`src/cache_pkg.sv`:
```
package cache_pkg;

    // address split: tag | index | byte offset
    localparam int OFFSET_W = 5;
    localparam int INDEX_W = 4;
    localparam int TAG_W = 32 - INDEX_W - OFFSET_W;

    localparam int NUM_WAYS = 4;
    localparam int NUM_SETS = 1 << INDEX_W;
    localparam int WORDS_PER_LINE = 8;

    typedef logic [31:0] addr_t;
    typedef logic [31:0] word_t;
    typedef logic [3:0] mask_t;
    typedef logic [WORDS_PER_LINE*32-1:0] line_t;
    typedef logic [INDEX_W-1:0] index_t;
    typedef logic [$clog2(NUM_WAYS)-1:0] way_t;

    // dirty flag sits above the tag bits
    typedef struct packed {
        logic dirty;
        logic [TAG_W-1:0] tag;
    } tag_entry_t;

    // tree bits: [0] half select, [1] ways 0/1, [2] ways 2/3
    typedef logic [2:0] plru_t;

endpackage

```
`src/cache_ifs.sv`:
```


interface plru_if import cache_pkg::*; ();

    index_t index;
    logic touch;
    way_t touch_way;
    way_t victim;

    modport ctrl (
        output index,
        output touch,
        output touch_way,
        input  victim
    );

    modport tree (
        input  index,
        input  touch,
        input  touch_way,
        output victim
    );

endinterface

```
`src/plru_tree.sv`:
```
module plru_tree import cache_pkg::*; (
    input logic   clk,
    input logic   rst,
    plru_if.tree  lru
);

    plru_t plru_state [NUM_SETS];
    plru_t cur;
    plru_t upd;

    assign cur = plru_state[lru.index];

    // walk the tree away from recent accesses
    always_comb begin
        if (cur[0]) begin
            lru.victim = cur[1] ? way_t'(0) : way_t'(1);
        end else begin
            lru.victim = cur[2] ? way_t'(2) : way_t'(3);
        end
    end

    // point the tree at the other half after a touch
    always_comb begin
        upd = cur;
        unique case (lru.touch_way)
            2'd0: begin
                upd[0] = 1'b0;
                upd[1] = 1'b0;
            end
            2'd1: begin
                upd[0] = 1'b0;
                upd[1] = 1'b1;
            end
            2'd2: begin
                upd[0] = 1'b1;
                upd[2] = 1'b0;
            end
            default: begin
                upd[0] = 1'b1;
                upd[2] = 1'b1;
            end
        endcase
    end

    always_ff @(posedge clk) begin
        if (rst) begin
            for (int s = 0; s < NUM_SETS; s++) begin
                plru_state[s] <= '0;
            end
        end else if (lru.touch) begin
            plru_state[lru.index] <= upd;
        end
    end

endmodule

```
`src/flat_wrapper.sv`:
```
// flat-port wrapper written by rule: the top's interface ports become plain ports
module plru_tree_flat import cache_pkg::*;
  (clk, rst, lru_index, lru_touch, lru_touch_way, lru_victim);
  plru_if lru_i ();
  input logic clk;
  input logic rst;
  input wire logic [$bits(lru_i.index)-1:0] lru_index;
  input wire logic [$bits(lru_i.touch)-1:0] lru_touch;
  input wire logic [$bits(lru_i.touch_way)-1:0] lru_touch_way;
  output wire logic [$bits(lru_i.victim)-1:0] lru_victim;
  assign lru_i.index = lru_index;
  assign lru_i.touch = lru_touch;
  assign lru_i.touch_way = lru_touch_way;
  assign lru_victim = lru_i.victim;
  plru_tree u_core (.clk(clk), .rst(rst), .lru(lru_i));
endmodule
```
`config.mk`:
```
export PLATFORM = sky130hd
export DESIGN_NAME = plru_tree_flat
export DESIGN_NICKNAME = d
export VERILOG_FILES = /design/src/cache_pkg.sv /design/src/cache_ifs.sv /design/src/plru_tree.sv /design/src/flat_wrapper.sv
export SDC_FILE = /design/constraint.sdc
export NUM_CORES = 1
export LEC_CHECK = 0
export ABC_AREA = 1
export BUFFER_PORTS_ARGS = -buffer_cell sky130_fd_sc_hd__buf_2
export CORE_MARGIN = 2
export CORE_UTILIZATION = 38
export CTS_BUF_LIST = sky130_fd_sc_hd__clkbuf_4 sky130_fd_sc_hd__clkbuf_8
export CTS_CLUSTER_DIAMETER = 100
export DETAILED_ROUTE_END_ITERATION = 6
export SLEW_MARGIN = 20
export SYNTH_ARGS = -nofsm -noshare
export SYNTH_HDL_FRONTEND = slang
export SYNTH_SLANG_ARGS = --single-unit
```
`constraint.sdc`:
```
create_clock -name clk -period 3 [get_ports clk]
set_input_delay 0.15 -clock clk [delete_from_list [all_inputs] [get_ports clk]]
set_output_delay 0.15 -clock clk [all_outputs]
set_load 0.005 [all_outputs]
```
==> impl_metrics.tcl <==
set metrics [dict create \
    outcome "complete, no violations" \
    synth_top_area_frac 0.585 \
    worstSkewPairLatency_ns 0.30 \
    timing.fmax_ghz 0.581 \
    r2r_slack_ns 1.40 \
    syn-mean-instance-area_um2 8.80 \
    power-per-cell-area_nw_per_um2 497 \
    synth_area_um2 2460 \
    netlist_top_cells_count "nand2_1, edfxtp_1, nor2_1" \
    worstHoldStart "lru_touch_way[1]" \
    die-area_um2 7150 \
    regMostFlops "u_core.plru_state" \
    grt_setup_unrepaired "false" \
    holdPathEnd "u_core.plru_state[2][0]$_SDFFCE_PN0P_" \
    cp_slowest_stage_delay_ns 0.28 \
    postCtsHoldBufs 0 \
    numPortBuffers 10 \
    synth-edff-count 48 \
    seq_area_frac_synth 0.585 \
    grt_max_degree 29 \
    setup_slack_ns 1.28 \
    cts-buffers-inserted 5 \
    path_clk_slew_ns 0.08 \
    antenna_found_initial 0 \
    post-dp-hpwl_mm 3.68 \
    cts.sinks 48 \
    synthDistinctLibCells 20 \
    num_rows 29 \
    worstSetupEndpointType "output pin" \
    core_area_um2 6310 \
    fin_skew_ns 0.00637 \
    crit_slowest_cell "buf_2" \
    yosysWarningCount 0 \
    power_frac_seq 0.599 \
    combPwrFrac 0.115 \
    cap_violations 0 \
    yosysMostFrequentCell "nand2_1" \
    vias 1806 \
    place_ws_ns 1.00 \
    finalCritPeriodShare 0.573 \
    worst_pin_slew_ns 0.614 \
    crit_arrival_ns 1.57 \
    leakagePower_nw 1.11 \
    crit_top_cell "nand2_1" \
    crit_type "primary input to output pin" \
    finalNetCount 298 \
    syn-num-nets 289 \
    multiInputGateArea_um2 886 \
    fp.dieW_um 84.5 \
    gp_congestion 0.876 \
    drt_first_pass_iters 4 \
    maxSlewViolCount 0 \
    die_h_um 84.5 \
    drive_gt1_frac 0.138 \
    r2r-end "u_core.plru_state[4][2]$_SDFFCE_PN0P_" \
    netlist_instances 280 \
    wl_per_cell_um 14.7 \
    intPower_w 0.000963 \
    finalSetupViolations 0 \
    netlist_top_cells_area "edfxtp_1, nand2_1, nor2_1, nor2_2, buf_6" \
    initial_utilization 0.390 \
    synthArstFlopShare 0 \
    grt_usage 0.166 \
    pwr-share-clk 0.286 \
    required_ns 2.85 \
    num_antenna_cells 0 \
    htree_levels 2 \
    fin_crit_ns 1.72 \
    holdPathStages 3 \
    r2r_start "u_core.plru_state[6][2]$_SDFFCE_PN0P_" \
    synth_ff_type "edfxtp_1" \
    worstHoldPathType "primary input to register" \
    worstPathMaxFanout 16 \
    area_growth_pct 5.84 \
    fillers 665 \
    swShare 0.257 \
    grt_pass1_wl_mm 9.14 \
    ys_ff_latch 48 \
    max_slew_margin 0.588 \
    root_buffer "clkbuf_8" \
    antenna_left 0 \
    drtIter0Drc 170 \
    cts_buffer_depth 2 \
    via_per_inst 4.92 \
    largest_reg_flops 48 \
    post_cts_resized 0 \
    r2r_cells 10 \
    worstPathCellList "buf_2 -> inv_2 -> nor2_1 -> nand2_1 -> nand4_1 -> nand2_1 -> nand2_1 -> nor2_1 -> nand2_1 -> nand2_1 -> buf_2" \
    grt_pass1_vias 1882 \
    fin_tns_setup_ns 0 \
    seq_area_um2 1440 \
    top_regs "u_core.plru_state x48" \
    drc_errors 0 \
    io_pins 11 \
    routed_wl_mm 5.40 \
    cts_setup_buffers 0 \
    ir_drop_mv 0.257 \
    finalHoldViolations 0 \
    crit_path_start_kind "primary input" \
    cts_tree "done" \
    synth.largest_area_cell "edfxtp_1" \
    overflow 0 \
    p_sw_w 0.000333 \
]
area by class of cell:
cell class / count / share of cell area
Multi-Input combinational cell: 213 / 0.340
Sequential cell: 48 / 0.553
Clock inverter: 3 / 0.00528
Inverter: 8 / 0.0115
Clock buffer: 5 / 0.0264
Tap cell: 77 / 0.0369
Timing Repair Buffer: 13 / 0.0278
cell families (layout without fill, tap and decap cells):
family	after synthesis	after routing	share of synthesized area
flops	48	48	0.585
buf+inv	19	29	0.0558
simple gates	212	212	0.357
compound gates	1	1	0.00203
power by group through the flow:
stage / clock [W] / combinational, W / sequential (W)
2_1_floorplan: 0 / 0.000115 / 0.000787
3_3_place_gp: 0 / 0.000149 / 0.000791
3_5_place_dp: 0 / 0.000148 / 0.000792
4_1_cts: 0.000377 / 0.000149 / 0.000776
5_1_grt: 0.000405 / 0.000169 / 0.000779
6_report: 0.000371 / 0.000149 / 0.000776
metrics by stage:
step	std cells	util	cell area (um^2)	power (W)	hold WS [ns]
floorplan	280	-	2460	0.000902	0.459
global placement	359	0.400	2530	0.000940	0.659
detailed placement	359	0.400	2530	0.000940	0.664
CTS	367	0.413	2610	0.00130	0.339
global route	367	0.413	2610	0.00135	0.370
finish	367	0.413	2610	0.00130	0.347
worst max-delay path by stage:
stage                                                     start                                endpoint  slack (ns)  depth (start not counted)
after floorplan                                    lru_index[1]  u_core.plru_state[15][0]$_SDFFCE_PN0P_        1.60                          6
after global placement                             lru_index[1]  u_core.plru_state[15][1]$_SDFFCE_PN0P_        1.06                          5
after detailed placement                                    rst  u_core.plru_state[15][0]$_SDFFCE_PN0P_        1.00                          7
after CTS                 u_core.plru_state[6][1]$_SDFFCE_PN0P_                           lru_victim[0]        1.29                         10
after global routing                               lru_index[1]                           lru_victim[0]        1.08                         11
final                                              lru_index[1]                           lru_victim[0]        1.28                         11
worst max-delay path, delay by kind of cell:
kind,cells,cell delay [ns]
simple gates,8,0.82
buf+inv,3,0.60
layout by cell type, fill, tap and decap left out, types with 3 or more instances in the layout:
master      n
buf_2      10
buf_4       3
clkbuf_8    5
clkinv_1    3
edfxtp_1   48
inv_1       4
nand2_1   136
nand3_1     8
nand4_1     4
nor2_1     44
nor2_2     12
routing by layer:
metal	vias to the layer above	share of wire	GRT usage
li1	914	-	-
met1	822	0.44	0.225
met2	63	0.48	0.261
met3	7	0.067	0.0364
met4	0	0.012	0.0606
met5	-	0	0
No activity file was read; power rests on OpenSTA's default activity.
