==> config.mk <==
export PLATFORM = sky130hd
export DESIGN_NAME = word_merge
export DESIGN_NICKNAME = d
export VERILOG_FILES = /design/src/cache_pkg.sv /design/src/word_merge.sv
export SDC_FILE = /design/constraint.sdc
export NUM_CORES = 1
export LEC_CHECK = 0
export BUFFER_PORTS_ARGS = -buffer_cell sky130_fd_sc_hd__clkbuf_2
export CAP_MARGIN = 15
export CORE_AREA = 2 2 232 234
export DETAILED_ROUTE_END_ITERATION = 12
export DIE_AREA = 0 0 234 236
export PLACE_DENSITY = 0.45
export SYNTH_ARGS = -nofsm -noshare
export SYNTH_HDL_FRONTEND = slang
export SYNTH_SLANG_ARGS = --single-unit
==> constraint.sdc <==
create_clock -name vclk -period 3.95
set_input_delay 0.79 -clock vclk [all_inputs]
set_output_delay 0.79 -clock vclk [all_outputs]
set_load 0.005 [all_outputs]
==> src/cache_pkg.sv <==
package cache_pkg;

    // address split: tag | index | byte offset
    localparam int OFFSET_W = 5;
    localparam int INDEX_W = 4;
    localparam int TAG_W = 32 - INDEX_W - OFFSET_W;

    localparam int NUM_WAYS = 4;
    localparam int NUM_SETS = 1 << INDEX_W;
    localparam int WORDS_PER_LINE = 8;

    typedef logic [31:0] addr_t;
    typedef logic [31:0] word_t;
    typedef logic [3:0] mask_t;
    typedef logic [WORDS_PER_LINE*32-1:0] line_t;
    typedef logic [INDEX_W-1:0] index_t;
    typedef logic [$clog2(NUM_WAYS)-1:0] way_t;

    // dirty flag sits above the tag bits
    typedef struct packed {
        logic dirty;
        logic [TAG_W-1:0] tag;
    } tag_entry_t;

    // tree bits: [0] half select, [1] ways 0/1, [2] ways 2/3
    typedef logic [2:0] plru_t;

endpackage

==> src/word_merge.sv <==
module word_merge import cache_pkg::*; (
    input  line_t               line,
    input  logic [OFFSET_W-1:0] offset,
    input  mask_t               rmask,
    input  mask_t               wmask,
    input  word_t               wdata,
    output word_t               rdata,
    output line_t               merged
);

    logic [OFFSET_W-3:0] word_sel;
    word_t cur_word;
    word_t new_word;

    assign word_sel = offset[OFFSET_W-1:2];
    assign cur_word = line[word_sel*32 +: 32];

    // per byte: zero on read, old byte kept on write
    always_comb begin
        for (int b = 0; b < 4; b++) begin
            rdata[b*8 +: 8] = rmask[b] ? cur_word[b*8 +: 8] : 8'h00;
            new_word[b*8 +: 8] = wmask[b] ? wdata[b*8 +: 8] : cur_word[b*8 +: 8];
        end
    end

    always_comb begin
        merged = line;
        merged[word_sel*32 +: 32] = new_word;
    end

endmodule

==> metrics.md, run 1 <==
| Metric | Value |
|---|---|
| Synth top cells by count | nand2_1, o41ai_1, clkbuf_1 |
| GR Util met2 | between 20% and 30% |
| Syn_area_per_cell | 7.42 µm² |
| Finished Core Util | 20.4% |
| # rows | 85 |
| Grt met3 use | 2.47% |
| Largest net degree at the start of global routing | 65 |
| Hold Crit Class | in2out |
| Mapped Cells | 864 |
| DR WL/cell | 24.0 µm |
| Final std cells w/o fill | between 2000 and 2500 |
| I/O pins | 589 |
| Area Growth Syn to Fin | 68.7% |
| Hold path depth | 4 |
| Syn_nets | about 1200 |
| Residual DRC count | 0 |
| GRT Total Usage | 17.1% |
| Vias/cell | 4.89 |
| Top-area cell type share of the netlist area | 30.6% |
| Setup Viol. Count Final | 0 |
| Status | completed |
| IO buf count | 587 |
| Worst Hold Launch | line[84] |
| Critical-path cell list | buf_4 > inv_1 > ha_1 > ha_2 > nand3b_1 > buf_12 > o41ai_1 > buf_4 > clkbuf_2 |
| Routability Congestion | 0.934 |
| Layout net count | 1734 |
| Placed cells | 2120 |
| Post-route ant nets | 0 |
| WP buf/inv | 5 |
| Setup total negative slack | 0 ns |
| Worst path slowest cell | o41ai_1 |
| Count leader, synth | nand2_1 |
| Final Worst Setup Slack | 0.116 ns |
| VDD IR-drop max | 0.0443 mV |
| Die area | 55200 µm² |
| Clk_buf instances | 0 |
| Final Max Tran Viols | 0 |
| CP arrival | approximately 3.0 ns |
| Synthesized area | 6410 µm² |
| Slew @ Worst Pin | between 0.9 and 1 ns |
| Max_slew headroom | a little over a third |
| PwrDens | 139 nW/µm² |
| Largest cells by area after synthesis | o41ai_1, mux4_2, nand2_1 |
| Minimum clock period | 3.83 ns |
| Total gr overflow | 0 |
| Height of the die | 236 µm |
| Vias in the first global route | 10400 |
| Max_cap viols | 0 |
| Share of layout cells above drive strength 1 | 58.5% |
| Hold endpoint | merged[84] |
| Worst slack, placed | -0.219 ns |
| Crit. End Element | primary output |
| Synth warnings | 0 |
| GR peak layer | met2 |
| Hold_buf cts | 0 |
| Crit path max fanout | 24 |
| Crit path required time | 3.16 ns |
| Fin crit share | 97.1% |
| CP max stage delay | 0.59 ns |
| Global-route wire length before repair | about 71 mm |
| Critical Path Start | offset[2] |
| Yosys top cell by area | o41ai_1 |
| Seq/Total Area, Yosys | 0% |
| WHS | 1.86 ns |
| Antenna violations before repair | 0 |
| CP dominant cell by count | buf_4 |
| Met1 usage | 21.4% |
| Netlist cell types | 25 |
| DRT iter0 DRCs | 573 |
| Final Hold Viols | 0 |
| Core Area | 53100 µm² |
| Critical path class | in2out |
| Initial Utilization | 12.1% |
| Drt pass-1 iters | 5 |
| FFs & Latches | 0 |
| Post-DP HPWL | 40.7 mm |
| Vias | 10400 |
| Fillcell total | 6025 |
| Startpoint Class | input pin |
| Die X | ~230 µm |
| Routed wire length | 51.0 mm |
| Static Leakage | 0.00536 µW |
| Fmax achieved | 261 MHz |
| Register area | 0 µm² |
| CP delay by family, top | buffers and inverters |
metal layers:
metal | wire length, µm | up-vias
met1 | 20700 | 5020
met5 | 0 | -
met3 | 4050 | 77
met4 | 1660 | 0
li1 | - | 4608
met2 | 24600 | 675
timing repair:
item                                    4_1_cts  5_1_grt
setup buffers                                 0        2
endpoints found under the hold margin         0        0
resized for setup                             5        3
endpoints found under the setup margin        4       11
pin swaps                                     0        0
cells by family (layout without fill, tap and decap cells):
kind of cell             after synthesis  after routing  share of synthesized area, %
AND/OR/NAND/NOR                      371            371                          25.7
AO/OA/AOI/OAI                        264            264                          37.5
buffers and inverters                134            696                          8.84
multiplexers                          90             90                          27.1
adder cells (fa/ha/maj)                5              5                         0.976
other                                  0              1                             0
area by class of cell:
class	instances	area, µm²	area share [%]
multi-input cells	730	5940	54.9
repair buffers	693	3990	36.9
well taps	696	871	8.05
inverters	3	11.3	0.104
diodes	1	2.50	0.0231
report_power, final:
group	internal (µW)	switching (µW)
sequential	0	0
combinational	663	845
clock	0.00000947	0
per-stage QoR:
step / power (µW) / cell area, µm²
6_report: 1510 / 10800
5_1_grt: 1610 / 10800
4_1_cts: 1500 / 10800
3_5_place_dp: 1490 / 10700
3_3_place_gp: 1490 / 10700
2_1_floorplan: 683 / 6410
layout by cell type, fill, tap and decap left out:
cell type | netlist | layout
and2_1 | 38 | 38
buf_12 | 0 | 20
buf_4 | 0 | 87
buf_6 | 6 | 1
clkbuf_2 | 0 | 585
diode_2 | 0 | 1
ha_1 | 5 | 4
ha_2 | 0 | 1
inv_1 | 2 | 2
inv_2 | 0 | 1
mux2_2 | 26 | 26
mux4_2 | 64 | 64
nand2_1 | 260 | 256
nand2_4 | 0 | 4
nand3b_1 | 4 | 4
nor2_1 | 27 | 26
nor2_2 | 0 | 1
nor2b_1 | 32 | 32
nor3_2 | 6 | 6
nor4b_1 | 1 | 1
o21a_1 | 6 | 6
o21ai_4 | 0 | 1
o31a_1 | 1 | 1
o31ai_1 | 4 | 4
o31ai_2 | 28 | 28
o41ai_1 | 224 | 218
o41ai_2 | 0 | 6
or3_4 | 1 | 2
or4b_4 | 1 | 1
worst max-delay path by stage:
stage,to,cells after the start
floorplan,merged[120],10
finish,merged[205],9
detailed placement,merged[85],8
global placement,merged[85],8
CTS,merged[88],9
global route,merged[65],10
Power figures use the tool's default switching activity.
==> inputs of run 2 (changes only) <==
CORE_AREA = 2 2 231 233   (was 2 2 232 234)
DIE_AREA = 0 0 233 235   (was 0 0 234 236)
clock period = 4.65 ns   (was 3.95 ns; I/O delays follow)
==> metrics.md, run 2 (synthesis results as in run 1) <==
| Metric | Value |
|---|---|
| Status | completed |
| Global-route wire length before repair | 69.2 mm (-2.1%) |
| Core Area | 52200 µm² (-1.6%) |
| Die X | 233 µm (-0.43%) |
| Final Hold Viols | 0 (unchanged) |
| CP dominant cell by count | buf_4 |
| Slew @ Worst Pin | 0.988 ns (+0.0395 ns) |
| Residual DRC count | 0 (unchanged) |
| Worst slack, placed | 0.0759 ns (+0.295 ns) |
| Final std cells w/o fill | 2050 (-3.4%) |
| Static Leakage | 0.00497 µW (-7.2%) |
| Critical-path cell list | buf_4 > inv_1 > ha_1 > ha_2 > o31a_1 > nand2_4 > buf_12 > o41ai_1 > buf_4 > clkbuf_2 |
| Placed cells | 2050 (-3.3%) |
| Fillcell total | 6023 (-0.033%) |
| Leading cell types in the layout, fill and taps excluded | clkbuf_2, nand2_1, o41ai_1, mux4_2, and2_1 |
| Startpoint Class | input pin |
| Most common cell after layout, fill and taps aside | clkbuf_2 |
| Crit. End Element | primary output |
| Max_slew headroom | 34.2% (-2.5 points) |
| Antenna violations before repair | 1 (+1) |
| Fin crit share | 98.3% |
| Hold_buf cts | 0 (unchanged) |
| Clk_buf instances | 0 (unchanged) |
| # rows | 84 (-1.2%) |
| I/O pins | 589 (unchanged) |
| Fmax achieved | 219 MHz |
| Vias | 10400 (-0.029%) |
| Final Max Tran Viols | 0 (unchanged) |
| Critical path class | in2out |
| Largest net degree at the start of global routing | 65 (unchanged) |
| PwrDens | 118 nW/µm² (-16%) |
| DR WL/cell | 23.9 µm (-0.41%) |
| IO buf count | 587 (unchanged) |
| Max_cap viols | 0 (unchanged) |
| Total gr overflow | 0 (unchanged) |
| WHS | 2.15 ns (+0.284 ns) |
| Minimum clock period | 4.57 ns |
| Total setup buffers inserted after CTS | 0 (unchanged) |
| Height of the die | 235 µm (-0.42%) |
| Setup Viol. Count Final | 0 (unchanged) |
| Crit path max fanout | 30 (+25%) |
| Vias/cell | 5.06 (+3.5%) |
| Antenna Cells | 0 (-1) |
| Vias in the first global route | 10500 (+0.86%) |
| Hold Crit Class | in2out |
| Final Worst Setup Slack | 0.0793 ns (-0.0370 ns) |
| Share of layout cells above drive strength 1 | 56.0% (-2.5 points) |
| CP arrival | 3.64 ns (+0.60 ns) |
| RSZ-0062 raised after global routing | false |
| Post_cts resized | 0 (-5) |
| GRT Total Usage | 16.6% (-0.41 points) |
| Die area | 54800 µm² (-0.85%) |
| Routed wire length | 49.1 mm (-3.8%) |
| VDD IR-drop max | 0.0380 mV (-14%) |
| Routability Congestion | 0.902 (-3.4%) |
| Drt pass-1 iters | 7 (+2) |
| Worst path slowest cell | o41ai_1 |
| Register area | 0 µm² (unchanged) |
| Initial Utilization | 12.3% (+0.19 points) |
| DRT iter0 DRCs | 778 (+36%) |
| Crit path required time | 3.72 ns (+0.56 ns) |
| FFs & Latches | 0 (unchanged) |
| Layout net count | 1670 (-3.7%) |
| CP max stage delay | 0.64 ns (+0.05 ns) |
| Post-DP HPWL | 37.4 mm (-8.1%) |
| Setup total negative slack | 0 ns (unchanged) |
| Area Growth Syn to Fin | 58.3% |
| Post-route ant nets | 0 (unchanged) |
run 2: changes by cell type in the layout (fill, tap and decap cells not counted):
| cell | before | now |
|---|---|---|
| diode_2 | 1 | 0 |
| buf_4 | 87 | 34 |
| buf_6 | 1 | 0 |
| buf_12 | 20 | 10 |
| nor2_1 | 26 | 27 |
| o41ai_1 | 218 | 224 |
| o41ai_2 | 6 | 0 |
| nor2_2 | 1 | 0 |
run 2: metrics by stage:
step	instance area [µm²]	utilization, %	power [µW]
CTS	10100	19.4	1190
finish	10100	19.4	1190
global placement	10100	19.4	1180
global route	10100	19.4	1280
detailed placement	10100	19.4	1180
floorplan	6410	-	580
run 2: worst paths after layout:
kind                       to  startpoint  depth (start not counted)
hold / removal    merged[238]   line[238]                          4
setup / recovery   merged[52]   offset[2]                         10
run 2: final cells by class:
| type | instances | area, µm² | area share (%) |
|---|---|---|---|
| Timing Repair Buffer | 629 | 3380 | 33.3 |
| Multi-Input combinational cell | 730 | 5890 | 58.1 |
| Inverter | 3 | 11.3 | 0.111 |
| Tap cell | 688 | 861 | 8.48 |
run 2: routing by layer:
layer | share of wire (%) | up-vias | global-route usage, %
li1 | - | 4482 | -
met1 | 38 | 4982 | 19.9
met2 | 48 | 807 | 28.7
met3 | 9.3 | 106 | 2.90
met4 | 5.0 | 0 | 7.72
met5 | 0 | - | 0
run 2: power by group:
part	internal [µW]	leakage (µW)	switching (µW)	total, µW
Combinational	501	0.00497	694	1190
Clock	0	0	0	0
Sequential	0	0	0	0
Total	501	0.00497	694	1190
run 2: worst max-delay path: cells and delay by family:
kind | cells | cell delay [ns]
compound gates | 2 | 0.97
buf+inv | 5 | 0.83
fa+ha+maj | 2 | 0.56
simple gates | 1 | 0.31
